===== config.mk =====
export PLATFORM = sky130hd
export DESIGN_NAME = lsu_align
export DESIGN_NICKNAME = d
export VERILOG_FILES = /design/src/source/tcm_pkg.sv /design/src/source/lsu_align.sv
export SDC_FILE = /design/constraint.sdc
export NUM_CORES = 1
export LEC_CHECK = 0
export BUFFER_PORTS_ARGS = -buffer_cell sky130_fd_sc_hd__buf_2
export CORE_AREA = 2 2 85 87
export DETAILED_ROUTE_END_ITERATION = 6
export DIE_AREA = 0 0 87 89
export GPL_ROUTABILITY_DRIVEN = 0
export PLACE_DENSITY_LB_ADDON = 0.15
export SLEW_MARGIN = 40
export SYNTH_ARGS = -nofsm -noshare
export SYNTH_HDL_FRONTEND = slang
export SYNTH_SLANG_ARGS = --single-unit

===== constraint.sdc =====
create_clock -name clk -period 2.01 [get_ports clk]
set_input_delay 0.3015 -clock clk [delete_from_list [all_inputs] [get_ports clk]]
set_output_delay 0.3015 -clock clk [all_outputs]
set_load 0.01 [all_outputs]

===== src/source/tcm_pkg.sv =====
`default_nettype none

package tcm_pkg;

    // ====================
    // widths
    // ====================
    localparam int unsigned xlen      = 32;                // data word
    localparam int unsigned mask_w    = xlen / 8;          // byte lanes per word
    localparam int unsigned tcm_depth = 512;               // words per memory
    localparam int unsigned tcm_aw    = $clog2(tcm_depth); // word address bits
    localparam int unsigned tcm_off_w = tcm_aw + 2;        // byte offset bits inside a region

    // ====================
    // address map
    // ====================
    localparam logic [xlen-1:0] itcm_base      = 32'h0000_0000;
    localparam logic [xlen-1:0] dtcm_base      = 32'h0001_0000;
    localparam int unsigned     tcm_size_bytes = tcm_depth * mask_w; // 2 KiB per region

    // decoded target of a data access
    typedef enum logic [1:0] {
        region_itcm,
        region_dtcm,
        region_none    // decode miss, refused with a fault
    } region_e;

    // load/store width, same codes as rv32i funct3
    typedef enum logic [2:0] {
        lsu_b  = 3'b000,
        lsu_h  = 3'b001,
        lsu_w  = 3'b010,
        lsu_bu = 3'b100,
        lsu_hu = 3'b101
    } lsu_width_e;

    // ====================
    // request / response
    // ====================
    // data port request from the core side
    typedef struct packed {
        logic             valid;  // one-cycle strobe
        logic             we;     // store when set
        lsu_width_e       width;
        logic [31:0]      addr;   // byte address
        logic [xlen-1:0]  wdata;  // store data, right aligned
    } data_req_t;

    // word level request into one ram
    typedef struct packed {
        logic              we;
        logic [mask_w-1:0] wem;   // byte lane enables
        logic [tcm_aw-1:0] addr;  // word address
        logic [xlen-1:0]   wdata; // lane placed
    } ram_req_t;

    // data port response, one-cycle pulse
    typedef struct packed {
        logic            valid;
        logic            fault;   // misaligned or unmapped
        logic [xlen-1:0] rdata;   // extended load data, zero on fault
    } data_rsp_t;

endpackage

`default_nettype wire

===== src/source/lsu_align.sv =====
`timescale 1ns/1ps
`default_nettype none

// rv32i load/store alignment
// request side places store lanes and builds the byte mask
// response side picks the addressed bytes and extends them
module lsu_align (
    input  wire                        clk,
    input  wire                        rst_n,
    input  wire tcm_pkg::data_req_t    data_req,
    output tcm_pkg::ram_req_t          ram_req,
    output logic [31:0]                byte_addr,
    output logic                       access,
    output logic                       misaligned,
    input  wire [tcm_pkg::xlen-1:0]    raw_rdata,
    input  wire                        raw_valid,
    input  wire                        raw_fault,
    output tcm_pkg::data_rsp_t         data_rsp
);
    import tcm_pkg::*;

    logic [1:0]        off;        // byte offset in word
    logic              is_byte;
    logic              is_half;
    logic              is_word;
    logic [xlen-1:0]   st_data;    // store data placed on lanes
    logic [mask_w-1:0] st_mask;

    lsu_width_e        ld_width_q; // width of the load in flight
    logic [1:0]        ld_off_q;   // its byte offset
    logic [xlen-1:0]   shifted;
    logic [xlen-1:0]   ext;

    // ====================
    // request side
    // ====================
    assign off       = data_req.addr[1:0];
    assign byte_addr = data_req.addr;
    assign access    = data_req.valid;

    // size class, signed and unsigned share a size
    always_comb begin
        is_byte = 1'b0;
        is_half = 1'b0;
        case (data_req.width)
            lsu_b, lsu_bu: is_byte = 1'b1;
            lsu_h, lsu_hu: is_half = 1'b1;
            default:       ;  // word, and unused codes act as word
        endcase
    end

    assign is_word = ~is_byte & ~is_half;

    // halfword on odd byte, word off a 4 byte boundary
    assign misaligned = data_req.valid & ((is_half & off[0]) | (is_word & (|off)));

    // lane replication and mask
    always_comb begin
        if (is_byte) begin
            st_data = {mask_w{data_req.wdata[7:0]}};      // byte on all lanes
            st_mask = mask_w'(1) << off;
        end else if (is_half) begin
            st_data = {2{data_req.wdata[15:0]}};          // half on both halves
            st_mask = mask_w'(2'b11) << {off[1], 1'b0};   // upper or lower pair
        end else begin
            st_data = data_req.wdata;
            st_mask = '1;
        end
    end

    always_comb begin
        ram_req.we    = data_req.valid & data_req.we;
        ram_req.wem   = st_mask;
        ram_req.addr  = data_req.addr[tcm_aw+1:2];  // word index inside region
        ram_req.wdata = st_data;
    end

    // ====================
    // response side
    // ====================
    // remember how to slice the word that comes back next cycle
    always_ff @(posedge clk) begin
        if (!rst_n) begin
            ld_width_q <= lsu_w;
            ld_off_q   <= 2'b00;
        end else if (data_req.valid && !data_req.we) begin
            ld_width_q <= data_req.width;
            ld_off_q   <= off;
        end
    end

    // addressed byte or half down to bit 0
    assign shifted = raw_rdata >> {ld_off_q, 3'b000};

    always_comb begin
        case (ld_width_q)
            lsu_b:   ext = {{(xlen-8){shifted[7]}}, shifted[7:0]};     // sign
            lsu_bu:  ext = {{(xlen-8){1'b0}}, shifted[7:0]};
            lsu_h:   ext = {{(xlen-16){shifted[15]}}, shifted[15:0]};  // sign
            lsu_hu:  ext = {{(xlen-16){1'b0}}, shifted[15:0]};
            default: ext = raw_rdata;                                  // full word
        endcase
    end

    // fault pulse also answers a store
    always_comb begin
        data_rsp.valid = raw_valid | raw_fault;
        data_rsp.fault = raw_fault;
        data_rsp.rdata = raw_fault ? '0 : ext;
    end

endmodule

`default_nettype wire


==> results.md <==
- Outcome: finished, final reports clean
- Hold Buf Count CTS: 0
- Max-slew headroom: between 60% and 70%
- Critical path endpoint category: primary output
- LEAKAGE: approximately 1.3 nW
- Ys flop type: dfxtp_1
- Core footprint: approximately 6700 um^2
- Crit Path Max Fanout: 16
- Final min period: ~2.0 ns
- Worst reg2reg path depth: 3
- Die Width: a little under 90 um
- Largest net degree at the start of global routing: 25
- Layout cells sized above 1: between 50% and 60%
- Final WL: approximately 5.6 mm
- Total track usage: 13.2%
- Vias in the first global route: around 1,800
- Hold Path Class: input pin to register
- Routed Antenna Nets: 0
- Post-synthesis register bit count: 5
- Period utilisation layout: between 90% and 100%
- Max cap viols: 0
- Post-synthesis sequential area ratio: roughly 5.6%
- Startpoint types: register
- Multi-input gate area: between 1000 and 1500 um^2
- CTS Root Cell: clkbuf_8
- Worst-case clock skew: 0 ns
- Most common cell after layout, fill and taps aside: buf_2
- Inserted Diodes: 0
- Synthesized cell area: about 1800 um^2
- Worst vdd rail ir drop: around 0.17 mV
- Drt wl/cell: around 13 um
- Final setup fails: 0
- FF-to-FF Start: ld_width_q[1]
- Hold Crit Depth: 2
- Row count: 30
- Register area: around 110 um^2
- Syn nets: 361
- IO Pins: between 200 and 250
- Max Freq: about 0.51 GHz
- EDFF count, synth: 0
- Unrepaired setup endpoints after global routing: no
- Die Ht: between 80 and 90 um
- IO Port Bufs: ~150
- Worst path required time: roughly 1.7 ns
- H-tree levels: 1
- R2R Setup Slk: 1.23 ns
- Area grow syn2layout: 30.8%
- HP Start: rst_n
- GRT overflow: 0
- Initial antenna violation count: 0
- Pwr dens: 333 nW/um^2
- Fill count: 748
- CTS max path bufs: 2
- Initial DRC count: 22
- Worst Hold End: ld_width_q[1]
- Fin. max-slew vios: 0
- Setup CP Type: register to primary output
- Via count: roughly 2,000
- Setup_tns: 0 ns
- Final #Nets: around 460
- Worst Path Arrival: 1.66 ns
- Cell count after synthesis: 256
- DRC Markers: 0
- Fin util: a little over a third
- Vias/cell: around 4.6
- Async S/R FF share, synth: 0%
- First-pass GRT wire length: between 8 and 9 mm
- Cts bufs inserted: 3
- Worst Max-Slew Pin Slew: ~0.6 ns
- Effective utilization at floorplan: 26.7%
- CTS tree: built
- Clk pin slew, worst setup/hold paths: around 0.03 ns
- Yosys warns: 0
- First-pass DRT Iterations: 4
- Commonest cells after routing, fill and taps aside: buf_2, nand2_1, mux2i_1
- Reg-to-reg endpoint: ld_width_q[1]
- CTS Sinks: 5
- Endpoints failing hold: 0
- Design Power: 781 uW
- Die Footprint: 7740 um^2
- Worst skew pair latency: between 0.2 and 0.25 ns
- Unique masters post-synth: 32
- Syn avg cell area: about 7 um^2
- HPWL after DPL: around 4.7 mm
## worst max path at each step
stage,startpoint,end,slack (ns),cells past startpoint
final,ld_off_q[1],data_rsp[20],0.05,6
after global routing,ld_off_q[1],data_rsp[14],0.00004,6
after CTS,ld_off_q[1],data_rsp[20],0.01,6
after detailed placement,ld_off_q[1],data_rsp[20],0.13,5
after global placement,ld_off_q[1],data_rsp[21],0.18,5
after floorplan,ld_off_q[1],data_rsp[21],0.36,6
## flip-flops by register name, summed over array words and instances (netlist names)
register    flops
ld_width_q      3
ld_off_q        2
## through the flow
step	hold slack [ns]	area (um^2)	std cells	setup WS (ns)
detailed placement	0.514	2270	430	0.127
floorplan	0.363	1790	256	0.360
finish	0.287	2350	435	0.0535
global placement	0.514	2270	430	0.180
CTS	0.287	2340	435	0.0123
global route	0.315	2350	435	0.0000360
## synthesized netlist by cell type, types with 2 or more instances
cell type / instances / area share (%)
buf_4: 51 / 21
nand2_1: 27 / 5.6
mux2i_1: 22 / 12
nor2_1: 20 / 4.2
a21o_1: 18 / 7.5
mux2_2: 18 / 11
o21ai_0: 16 / 4.5
a21oi_1: 8 / 2.2
and2_1: 8 / 2.8
clkbuf_1: 8 / 1.7
nand2b_1: 8 / 2.8
nand3_1: 7 / 2.0
nor2b_1: 7 / 2.4
nor3_1: 7 / 2.0
buf_2: 5 / 1.4
dfxtp_1: 5 / 5.6
and2b_1: 2 / 0.84
buf_6: 2 / 1.3
o21bai_1: 2 / 0.84
or2_2: 2 / 0.70
or3_4: 2 / 1.3
## kinds of logic (layout without fill, tap and decap cells)
family          after synthesis  in the layout  share of synthesized area [%]
compound gates               49             49                           18.1
mux                          41             41                           24.4
flops                         5              5                           5.58
simple gates                 92             92                           25.3
xor+xnor                      1              1                          0.488
buf+inv                      68            167                           26.1
## critical path: stages, from the launching register on
cell and delay (ns):
dfxtp_4 0.37, mux2_4 0.32, a32oi_2 0.21, a21oi_4 0.09
buf_12 0.15, a21o_1 0.15, buf_2 0.13
## per-layer routing
metal | global-route usage [%] | share of wire [%] | routed length, um
met5 | 0 | 0 | 0
met4 | 2.84 | 0.72 | 40
met3 | 2.31 | 10 | 574
met2 | 24.6 | 48 | 2680
met1 | 15.7 | 41 | 2290
## where the power goes
part	leakage, nW	internal (mW)	total (mW)	switching [mW]
Sequential	0.0425	0.105	0.113	0.00815
Clock	0.0228	0.136	0.185	0.0485
Combinational	1.26	0.240	0.483	0.243
## layout make-up
| type | instances | share of cell area [%] |
|---|---|---|
| Inverter | 1 | 0.160 |
| Timing Repair Buffer | 162 | 36.5 |
| Multi-Input combinational cell | 183 | 52.7 |
| Sequential cell | 5 | 4.53 |
| Clock buffer | 4 | 1.92 |
| Tap cell | 80 | 4.26 |
## timing repair
item	CTS	global route
endpoints found under the hold margin	0	0
setup endpoints to repair	24	25
pin swaps	1	1
gates resized for setup	2	4
buffers inserted	1	0
Power figures use the tool's default switching activity.
