===== config.mk =====
export PLATFORM = sky130hd
export DESIGN_NAME = tcm_arbiter
export DESIGN_NICKNAME = d
export VERILOG_FILES = /design/src/source/tcm_pkg.sv /design/src/source/tcm_arbiter.sv
export SDC_FILE = /design/constraint.sdc
export NUM_CORES = 1
export LEC_CHECK = 0
export ABC_AREA = 1
export BUFFER_PORTS_ARGS = -buffer_cell sky130_fd_sc_hd__buf_2
export CORE_AREA = 2 2 131 133
export CTS_BUF_LIST = sky130_fd_sc_hd__clkbuf_8
export DETAILED_ROUTE_END_ITERATION = 10
export DIE_AREA = 0 0 133 135
export GPL_TIMING_DRIVEN = 0
export PLACE_DENSITY = 0.38
export SLEW_MARGIN = 25
export SYNTH_ARGS = -nofsm -noshare
export SYNTH_HDL_FRONTEND = slang
export SYNTH_SLANG_ARGS = --single-unit

===== constraint.sdc =====
create_clock -name clk -period 2.5 [get_ports clk]
set_input_delay 0.125 -clock clk [delete_from_list [all_inputs] [get_ports clk]]
set_output_delay 0.125 -clock clk [all_outputs]
set_load 0.05 [all_outputs]

===== src/source/tcm_pkg.sv =====
`default_nettype none

package tcm_pkg;

    // ====================
    // widths
    // ====================
    localparam int unsigned xlen      = 32;                // data word
    localparam int unsigned mask_w    = xlen / 8;          // byte lanes per word
    localparam int unsigned tcm_depth = 512;               // words per memory
    localparam int unsigned tcm_aw    = $clog2(tcm_depth); // word address bits
    localparam int unsigned tcm_off_w = tcm_aw + 2;        // byte offset bits inside a region

    // ====================
    // address map
    // ====================
    localparam logic [xlen-1:0] itcm_base      = 32'h0000_0000;
    localparam logic [xlen-1:0] dtcm_base      = 32'h0001_0000;
    localparam int unsigned     tcm_size_bytes = tcm_depth * mask_w; // 2 KiB per region

    // decoded target of a data access
    typedef enum logic [1:0] {
        region_itcm,
        region_dtcm,
        region_none    // decode miss, refused with a fault
    } region_e;

    // load/store width, same codes as rv32i funct3
    typedef enum logic [2:0] {
        lsu_b  = 3'b000,
        lsu_h  = 3'b001,
        lsu_w  = 3'b010,
        lsu_bu = 3'b100,
        lsu_hu = 3'b101
    } lsu_width_e;

    // ====================
    // request / response
    // ====================
    // data port request from the core side
    typedef struct packed {
        logic             valid;  // one-cycle strobe
        logic             we;     // store when set
        lsu_width_e       width;
        logic [31:0]      addr;   // byte address
        logic [xlen-1:0]  wdata;  // store data, right aligned
    } data_req_t;

    // word level request into one ram
    typedef struct packed {
        logic              we;
        logic [mask_w-1:0] wem;   // byte lane enables
        logic [tcm_aw-1:0] addr;  // word address
        logic [xlen-1:0]   wdata; // lane placed
    } ram_req_t;

    // data port response, one-cycle pulse
    typedef struct packed {
        logic            valid;
        logic            fault;   // misaligned or unmapped
        logic [xlen-1:0] rdata;   // extended load data, zero on fault
    } data_rsp_t;

endpackage

`default_nettype wire

===== src/source/tcm_arbiter.sv =====
`timescale 1ns/1ps
`default_nettype none

// region decode and port steering for itcm / dtcm
// data wins the itcm port, fetch is stalled for that cycle
module tcm_arbiter (
    input  wire                        clk,
    input  wire                        rst_n,
    input  wire                        fetch_req,
    input  wire [31:0]                 fetch_pc,
    input  wire tcm_pkg::ram_req_t     ram_req,
    input  wire [31:0]                 byte_addr,
    input  wire                        access,
    input  wire                        misaligned,
    output tcm_pkg::ram_req_t          itcm_req,
    output tcm_pkg::ram_req_t          dtcm_req,
    input  wire [tcm_pkg::xlen-1:0]    itcm_dout,
    input  wire [tcm_pkg::xlen-1:0]    dtcm_dout,
    output logic [tcm_pkg::xlen-1:0]   fetch_instr,
    output logic                       fetch_rvalid,
    output logic                       fetch_stall,
    output logic [tcm_pkg::xlen-1:0]   raw_rdata,
    output logic                       raw_valid,
    output logic                       raw_fault
);
    import tcm_pkg::*;

    region_e region;
    logic    data_ok;      // access that reaches a ram
    logic    data_fault;   // refused access
    logic    data_itcm;
    logic    data_dtcm;
    logic    is_load;
    logic    fetch_grant;
    logic    ld_itcm_q;    // load in flight from itcm
    logic    ld_dtcm_q;    // load in flight from dtcm

    // ====================
    // decode
    // ====================
    // regions are size aligned, compare the bits above the offset
    always_comb begin
        if (byte_addr[xlen-1:tcm_off_w] == itcm_base[xlen-1:tcm_off_w]) begin
            region = region_itcm;
        end else if (byte_addr[xlen-1:tcm_off_w] == dtcm_base[xlen-1:tcm_off_w]) begin
            region = region_dtcm;
        end else begin
            region = region_none;
        end
    end

    assign data_ok    = access & ~misaligned & (region != region_none);
    assign data_fault = access & (misaligned | (region == region_none));
    assign data_itcm  = data_ok & (region == region_itcm);
    assign data_dtcm  = data_ok & (region == region_dtcm);
    assign is_load    = ~ram_req.we;

    // collision on the itcm port
    assign fetch_stall = fetch_req & data_itcm;
    assign fetch_grant = fetch_req & ~data_itcm;

    // ====================
    // ram ports
    // ====================
    always_comb begin
        if (data_itcm) begin
            itcm_req = ram_req;                      // data access owns the port
        end else begin
            itcm_req.we    = 1'b0;                   // fetch is read only
            itcm_req.wem   = '0;
            itcm_req.addr  = fetch_pc[tcm_aw+1:2];   // pc word index
            itcm_req.wdata = ram_req.wdata;          // ignored on a read
        end
    end

    // dtcm sees data only, idle cycles are plain reads
    always_comb begin
        dtcm_req       = ram_req;
        dtcm_req.we    = data_dtcm & ram_req.we;
        dtcm_req.wem   = data_dtcm ? ram_req.wem : '0;
    end

    // ====================
    // response steering
    // ====================
    always_ff @(posedge clk) begin
        if (!rst_n) begin
            ld_itcm_q    <= 1'b0;
            ld_dtcm_q    <= 1'b0;
            fetch_rvalid <= 1'b0;
            raw_fault    <= 1'b0;
        end else begin
            ld_itcm_q    <= data_itcm & is_load;
            ld_dtcm_q    <= data_dtcm & is_load;
            fetch_rvalid <= fetch_grant;
            raw_fault    <= data_fault;  // never wrote, just report
        end
    end

    assign fetch_instr = itcm_dout;  // qualified by fetch_rvalid
    assign raw_valid   = ld_itcm_q | ld_dtcm_q;
    assign raw_rdata   = ld_itcm_q ? itcm_dout : dtcm_dout;

endmodule

`default_nettype wire


==> impl_summary.md, run 1 <==
Run status
The flow ran to the end, and the final reports show no timing, DRC or antenna violations.

Placement
At the end of routability-driven placement, the weighted congestion stood at 0.691. The total instance count after detailed placement is 790. The number of buffer cells added on primary ports is 272.

The final HPWL from detailed placement is 7250 um.

Synth
In the synthesized netlist the async set-or-reset flop fraction comes to 0. The total standard cell area after synthesis is 0.00167 mm2. Yosys attributes the largest share of cell area to sky130_fd_sc_hd__buf_4, sky130_fd_sc_hd__nand2_1, sky130_fd_sc_hd__dfxtp_1, sky130_fd_sc_hd__nor2_2, sky130_fd_sc_hd__nor2_1.

A synthesized cell averages 5.59 um2. The portion of synthesized cell area occupied by the leading cell type is 0.473. The synthesized instance count is 298. In this run, synthesis inferred 0 flip-flops with an integrated enable.

Of the synthesized area, sequential elements account for 0.0481. For this run, the number of Yosys warnings is 0. The distinct cell type count after synthesis is 17. The most common cell in the synthesized netlist is sky130_fd_sc_hd__nand2_1. After synthesis, the most frequently instantiated cells are sky130_fd_sc_hd__nand2_1, sky130_fd_sc_hd__buf_4, sky130_fd_sc_hd__nor2_1.

Synthesis produced a netlist with a net count of 477. After synthesis the netlist holds a flip-flop and latch count of 4. The predominant post-synthesis flop cell is sky130_fd_sc_hd__dfxtp_1. The biggest area contributor in the post-synthesis netlist is sky130_fd_sc_hd__buf_4.

Power
The combinational share of power is 0.809. The power spent charging and discharging nets is 0.610 mW. The power density of the placed cells is 312 mW/mm2. The leakage power is 2.15 nW. Of the total power, the share spent switching nets is 0.585. The sequential share of power is 0.064. Of the total power, the clock network draws 0.128. The cell internal power dissipation is 0.433 mW. VDD sags by at most 0.0000853 V.

Timing
Based on the critical path, the design can be clocked at up to 0.532 GHz. The final cycle utilization of the critical path is 0.752. The slew at the pin closest to its max-slew limit is 0.500 ns. After routing, the total negative slack on setup checks comes to 0 ns.

The final number of max-transition violations is 0. Setup repair after global routing left no endpoint under its margin. The final hold violation count is 0. The clock period could shrink to 1.88 ns.

Setup violations remaining at the end of the flow were counted as 0. Headroom to the max-slew limit came out at 0.667.

Routing
The first detailed-routing pass took 4 iterations. The count of nets left with antenna violations once routing finished came out at 0. The count of vias placed by the detailed router is 2503. The vias per cell is 3.16.

After detailed routing, the average wire length per cell comes to 10.0 um. After the first detailed-routing iteration, the DRC count stood at 50. The final routed DRC violation total is 0. The final wirelength is 7940 um.

Global routing
The initial antenna violation count is 0. Entering global routing, the biggest net connects 11 pins. The first-pass GRT wire length is 11300 um. After global routing the overflow that remains totals 0.

The number of global-route vias before repair was 2203. The total routing resource utilization after global routing is 0.0776.

Clocking
The total clock buffers created by CTS is 3. The deepest level of the CTS H-tree is 1. Clock tree synthesis selected as its root buffer the cell sky130_fd_sc_hd__clkbuf_8. Clock tree synthesis found a total of 4 sinks. The clock passes through at most 2 buffers. In this run the post-CTS setup repair buffer count came out at 0. The hold-fix buffer count after cts is 0. The number of gates resized after CTS was 0. The clock tree from TritonCTS is yes. The clock-pin transition on the worst setup and hold timing paths is 0.03 ns.

Critical path
Along the worst path, the maximum fanout reaches 10. The type of origin of the critical path is a register. The class of the most critical setup path is reg -> out. The endpoint of the worst setup timing path is raw_rdata[1]. The element type at the critical path end is a primary output. The most critical setup path has its startpoint at ld_itcm_q$_SDFF_PN0_.

The endpoint arrival time on the critical path is 1.75 ns. STA puts the critical path data required time at 2.38 ns.

Die
The core region is 0.0164 mm2. For this configuration, the core starts out at a cell density of 0.102. The die outline height is 135 um. The floorplan step set the die width to 133 um. The count of standard-cell rows is 47. 339 I/O pins were placed. The die outline area is 0.0180 mm2.

Cells and area
The share of cells above drive strength 1 is 0.691. 0 antenna diodes ended up in the layout. The number of nets in the finished design is 754. The area growth from synthesis to layout is 101%. After the flow finishes, the layout carries non-filler instances totaling 793.

Worst hold path
The tightest min-delay check is of the in -> reg type.

Flow run
Across the run, the number of max-cap violations was 0.
power groups by stage:
stage | registers (mW) | logic (mW) | clock network (mW)
3_3_place_gp | 0.0672 | 0.850 | 0
3_5_place_dp | 0.0671 | 0.850 | 0
4_1_cts | 0.0663 | 0.851 | 0.137
5_1_grt | 0.0664 | 0.884 | 0.143
6_report | 0.0663 | 0.843 | 0.133
2_1_floorplan | 0.0734 | 0.623 | 0
layer usage:
| layer | part of all wire | track usage | wire length, um |
|---|---|---|---|
| met5 | 0 | 0 | 0 |
| met4 | 0.010 | 0.0209 | 83 |
| met3 | 0.092 | 0.0154 | 730 |
| met2 | 0.55 | 0.157 | 4400 |
| met1 | 0.34 | 0.0809 | 2730 |
layout by cell type, fill, tap and decap left out, types with 3 or more instances in the layout:
master / instances
sky130_fd_sc_hd__inv_1: 11
sky130_fd_sc_hd__buf_2: 272
sky130_fd_sc_hd__nor2_1: 12
sky130_fd_sc_hd__clkbuf_1: 7
sky130_fd_sc_hd__nor2_2: 9
sky130_fd_sc_hd__nand2_1: 134
sky130_fd_sc_hd__dfxtp_1: 4
sky130_fd_sc_hd__clkbuf_8: 3
sky130_fd_sc_hd__buf_4: 105
sky130_fd_sc_hd__nor3_1: 6
cells by family after synthesis:
family | synth area share
AO/OA/AOI/OAI | 0.00600
buffers and inverters | 0.521
flip-flops | 0.0481
AND/OR/NAND/NOR | 0.425
sequential cells by signal, indices dropped and copies added (netlist names):
register / cells
raw_fault: 1
ld_dtcm_q: 1
ld_itcm_q: 1
fetch_rvalid: 1
per-stage QoR:
stage | instance area [um2] | utilization | total power [mW] | setup WS, ns | hold WS, ns
CTS | 3340 | 0.204 | 1.05 | 0.528 | 0.175
finish | 3340 | 0.204 | 1.04 | 0.620 | 0.181
floorplan | 1670 | - | 0.697 | 0.586 | 0.241
detailed placement | 3300 | 0.201 | 0.917 | 0.759 | 0.402
global route | 3340 | 0.204 | 1.09 | 0.423 | 0.190
global placement | 3300 | 0.201 | 0.918 | 0.768 | 0.392
worst max-delay path, cell delays in order, from the launching register on:
cell                       delay (ns)
sky130_fd_sc_hd__dfxtp_1         0.29
sky130_fd_sc_hd__clkbuf_1        0.18
sky130_fd_sc_hd__inv_1           0.18
sky130_fd_sc_hd__clkbuf_1        0.40
sky130_fd_sc_hd__nand2_1         0.14
sky130_fd_sc_hd__nand2_1         0.09
sky130_fd_sc_hd__buf_2           0.26
how the worst min path moves through the flow:
stage / startpoint / endpoint / depth (start not counted)
2_1_floorplan: access / raw_fault$_SDFF_PN0_ / 2
3_3_place_gp: access / raw_fault$_SDFF_PN0_ / 3
3_5_place_dp: access / raw_fault$_SDFF_PN0_ / 3
4_1_cts: access / raw_fault$_SDFF_PN0_ / 3
5_1_grt: access / raw_fault$_SDFF_PN0_ / 3
6_report: access / raw_fault$_SDFF_PN0_ / 3
area by class of cell:
class	instances	area, um2
buffer	113	826
clock buffer	3	41.3
fill	1901	13100
inverter	11	41.3
multi-input combinational	170	718
sequential	4	80.1
tap	220	275
timing repair buffer	272	1360
Power figures use the tool's default switching activity.
==> run 2: changes to the inputs <==
--- a/config.mk
+++ b/config.mk
@@ -7,12 +7,12 @@
 export LEC_CHECK = 0
 export ABC_AREA = 1
 export BUFFER_PORTS_ARGS = -buffer_cell sky130_fd_sc_hd__buf_2
-export CORE_AREA = 2 2 131 133
+export CORE_AREA = 2 2 132 134
 export CTS_BUF_LIST = sky130_fd_sc_hd__clkbuf_8
 export DETAILED_ROUTE_END_ITERATION = 10
-export DIE_AREA = 0 0 133 135
+export DIE_AREA = 0 0 134 136
 export GPL_TIMING_DRIVEN = 0
-export PLACE_DENSITY = 0.38
+export PLACE_DENSITY = 0.39
 export SLEW_MARGIN = 25
 export SYNTH_ARGS = -nofsm -noshare
 export SYNTH_HDL_FRONTEND = slang
==> constraint.sdc (replaced) <==
create_clock -name clk -period 1.6 [get_ports clk]
set_input_delay 0.08 -clock clk [delete_from_list [all_inputs] [get_ports clk]]
set_output_delay 0.08 -clock clk [all_outputs]
set_load 0.05 [all_outputs]
==> impl_summary.md, run 2 (same netlist as run 1, synthesis figures left out) <==
Critical path
The highest net fanout along the worst path was 10 (unchanged). The endpoint arrival time on the critical path was 1.40 ns (-0.35 ns). The data required time of the critical path came to 1.52 ns (-0.86 ns).

The element type at the critical path end is a primary output. The type of origin of the critical path is a register. The setup path with the least slack is of type reg -> out.

Die
The die width is 134 um (+0.75%). The die outline area was 0.0182 mm2 (+1.5%). The count of standard-cell rows is 48 (+2.1%). The die outline height came to 136 um (+0.74%). The starting density of the core is 0.0987 (-0.00282). The number of top-level pins is 339 (unchanged).

The area inside the core boundary is 0.0169 mm2 (+2.9%).

Global routing
The sum of overflow across all layers after global routing was 0 (unchanged). The met1 track utilization from global routing is 0.0840 (+0.00306). The first-pass GRT wire length is 11000 um (-2.6%). The largest net degree at the start of global routing is 11 (unchanged). The met3 capacity usage during global routing came to 0.0168 (+0.00139).

The global routing usage on met2 came to 0.150 (-0.00673). The initial antenna violation count is 0 (unchanged). The layer with the highest usage is met2. The number of global-route vias before repair is 2189 (-0.64%). The total routing resource utilization after global routing is 0.0752 (-0.00249).

Power
The power density of the placed cells is 482 mW/mm2 (+55%). The peak supply drop is 0.000238 V (+180%). The total power draw came to 1.64 mW (+57%). The leakage power is 2.18 nW (+1.0%).

Flow run
The number of max-capacitance violations reported is 0 (unchanged).

Worst hold path
The worst min-delay path category is in -> reg.

Clocking
The total clock buffers created by CTS is 3 (unchanged). The clock tree from TritonCTS is yes. The clock-pin transition on the worst setup and hold timing paths came to 0.04 ns (about the same). The deepest level of the CTS H-tree is 1 (unchanged). The total number of clock tree sinks was 4 (unchanged).

The root cell of the clock tree is sky130_fd_sc_hd__clkbuf_8. The post-CTS setup buffer count is 0 (unchanged). The maximum buffer depth of the clock tree was 2 (unchanged).

Routing
The vias per cell came to 3.17 (+0.33%). The starting DRC count in detailed routing came to 64 (+28%). The final routed DRC violation total is 0 (unchanged). The final wirelength is 8140 um (+2.5%). The count of antenna-violating nets left after detailed routing came to 0 (unchanged). The average wire length per cell after detail routing is 10.2 um (+1.9%).

The count of TritonRoute iterations in the first routing pass was 4 (unchanged). The count of vias placed by the detailed router was 2527 (+0.96%).

Timing
Counting I/O delays and the setup requirement, the final critical path takes 1.48 ns. For this run, the top clock speed supported by timing is 0.674 GHz. The final hold violation count came to 0 (unchanged).

The slew at the pin closest to its max-slew limit came to 0.517 ns (+0.0173 ns). Setup repair after global routing could not meet its margin everywhere. The smallest setup slack after layout is 0.115 ns (-0.505 ns).

The headroom to the max-slew limit came to 0.653 (-0.0138). The worst-case hold slack came to 0.102 ns (-0.0788 ns). The final number of max-transition violations is 0 (unchanged).

Of the available clock period, the critical path in the final layout requires 0.928. The count of endpoints failing setup in the final report came to 0 (unchanged).

Cells and area
The layout-stage area growth over the synthesis result is 104%. Leaving out fill and tap cells, the most frequent cell in the layout is sky130_fd_sc_hd__buf_2. The final standard cell count with taps included and fillers excluded came to 798 (+0.63%). The final cell utilization of the core is 0.202 (-0.00226).

In the layout the commonest cells are sky130_fd_sc_hd__buf_2, sky130_fd_sc_hd__nand2_1, sky130_fd_sc_hd__buf_4. The share of cells above drive strength 1 is 0.707 (+0.0157). The count of inserted antenna diode cells was 0 (unchanged).

The number of nets in the finished design is 754 (unchanged).

Placement
The number of buffer cells added on primary ports is 272 (unchanged). The total instance count after detailed placement is 795 (+0.63%). The final HPWL from detailed placement came to 7260 um (+0.15%). The placement-stage worst setup slack is -0.242 ns (-1.00 ns).

The global placement routability congestion was 0.706 (+2.1%).

Run status
The run finished with clean final reports.
run 2: cell count changes in the layout (fill, tap and decap cells not counted):
cell	before	now
sky130_fd_sc_hd__dfxtp_4	0	1
sky130_fd_sc_hd__nand3_1	1	0
sky130_fd_sc_hd__nor2_2	9	8
sky130_fd_sc_hd__nor2_4	2	4
sky130_fd_sc_hd__clkbuf_1	7	0
sky130_fd_sc_hd__dfxtp_1	4	3
sky130_fd_sc_hd__buf_2	272	269
sky130_fd_sc_hd__clkbuf_2	0	3
sky130_fd_sc_hd__clkbuf_4	0	6
sky130_fd_sc_hd__nand3_4	0	1
run 2: layer usage:
metal / part of all wire / wire, um
met1: 0.38 / 3130
met2: 0.53 / 4300
met3: 0.087 / 707
met4: 0.00098 / 8
met5: 0 / 0
run 2: area by class of cell:
cell class	instances	area, um2
multi-input cells	171	747
clock buffers	3	41.3
fillers	1941	13500
repair buffers	272	1370
inverters	11	41.3
well taps	225	282
plain buffers	112	837
flip-flops and latches	4	83.8
run 2: path summary, 6_finish.rpt:
path | slack [ns] | endpoint | cells past startpoint | start
worst max-delay path | 0.12 | raw_rdata[27] | 5 | ld_itcm_q$_SDFF_PN0_
worst min-delay path | 0.10 | fetch_rvalid$_SDFF_PN0_ | 3 | fetch_req
run 2: what timing repair did:
| action | in CTS | in global routing |
|---|---|---|
| resized for setup | 9 | 10 |
| cloned | 0 | 1 |
| hold buffers | 0 | 0 |
| endpoints found under the setup margin | 32 | 19 |
| pin swaps | 0 | 1 |
| hold endpoints to repair | 0 | 0 |
run 2: worst max-delay path: stages, from the launching register on:
cell,delay (ns)
sky130_fd_sc_hd__dfxtp_4,0.37
sky130_fd_sc_hd__inv_1,0.15
sky130_fd_sc_hd__clkbuf_4,0.23
sky130_fd_sc_hd__nand2_1,0.06
sky130_fd_sc_hd__nand2_1,0.09
sky130_fd_sc_hd__buf_2,0.28
run 2: where the power goes:
| group | internal, mW | leakage, nW | switching (mW) |
|---|---|---|---|
| Combinational | 0.416 | 2.12 | 0.905 |
| Clock | 0.161 | 0.0216 | 0.0568 |
| Sequential | 0.101 | 0.0336 | 0.000688 |
| Total | 0.678 | 2.18 | 0.963 |
run 2: per-stage QoR:
step	setup TNS, ns	area [um2]
after floorplan	-1.12	1670
after global placement	-5.11	3310
after detailed placement	-5.29	3310
after CTS	0	3360
after global routing	-0.0128	3400
final	0	3400
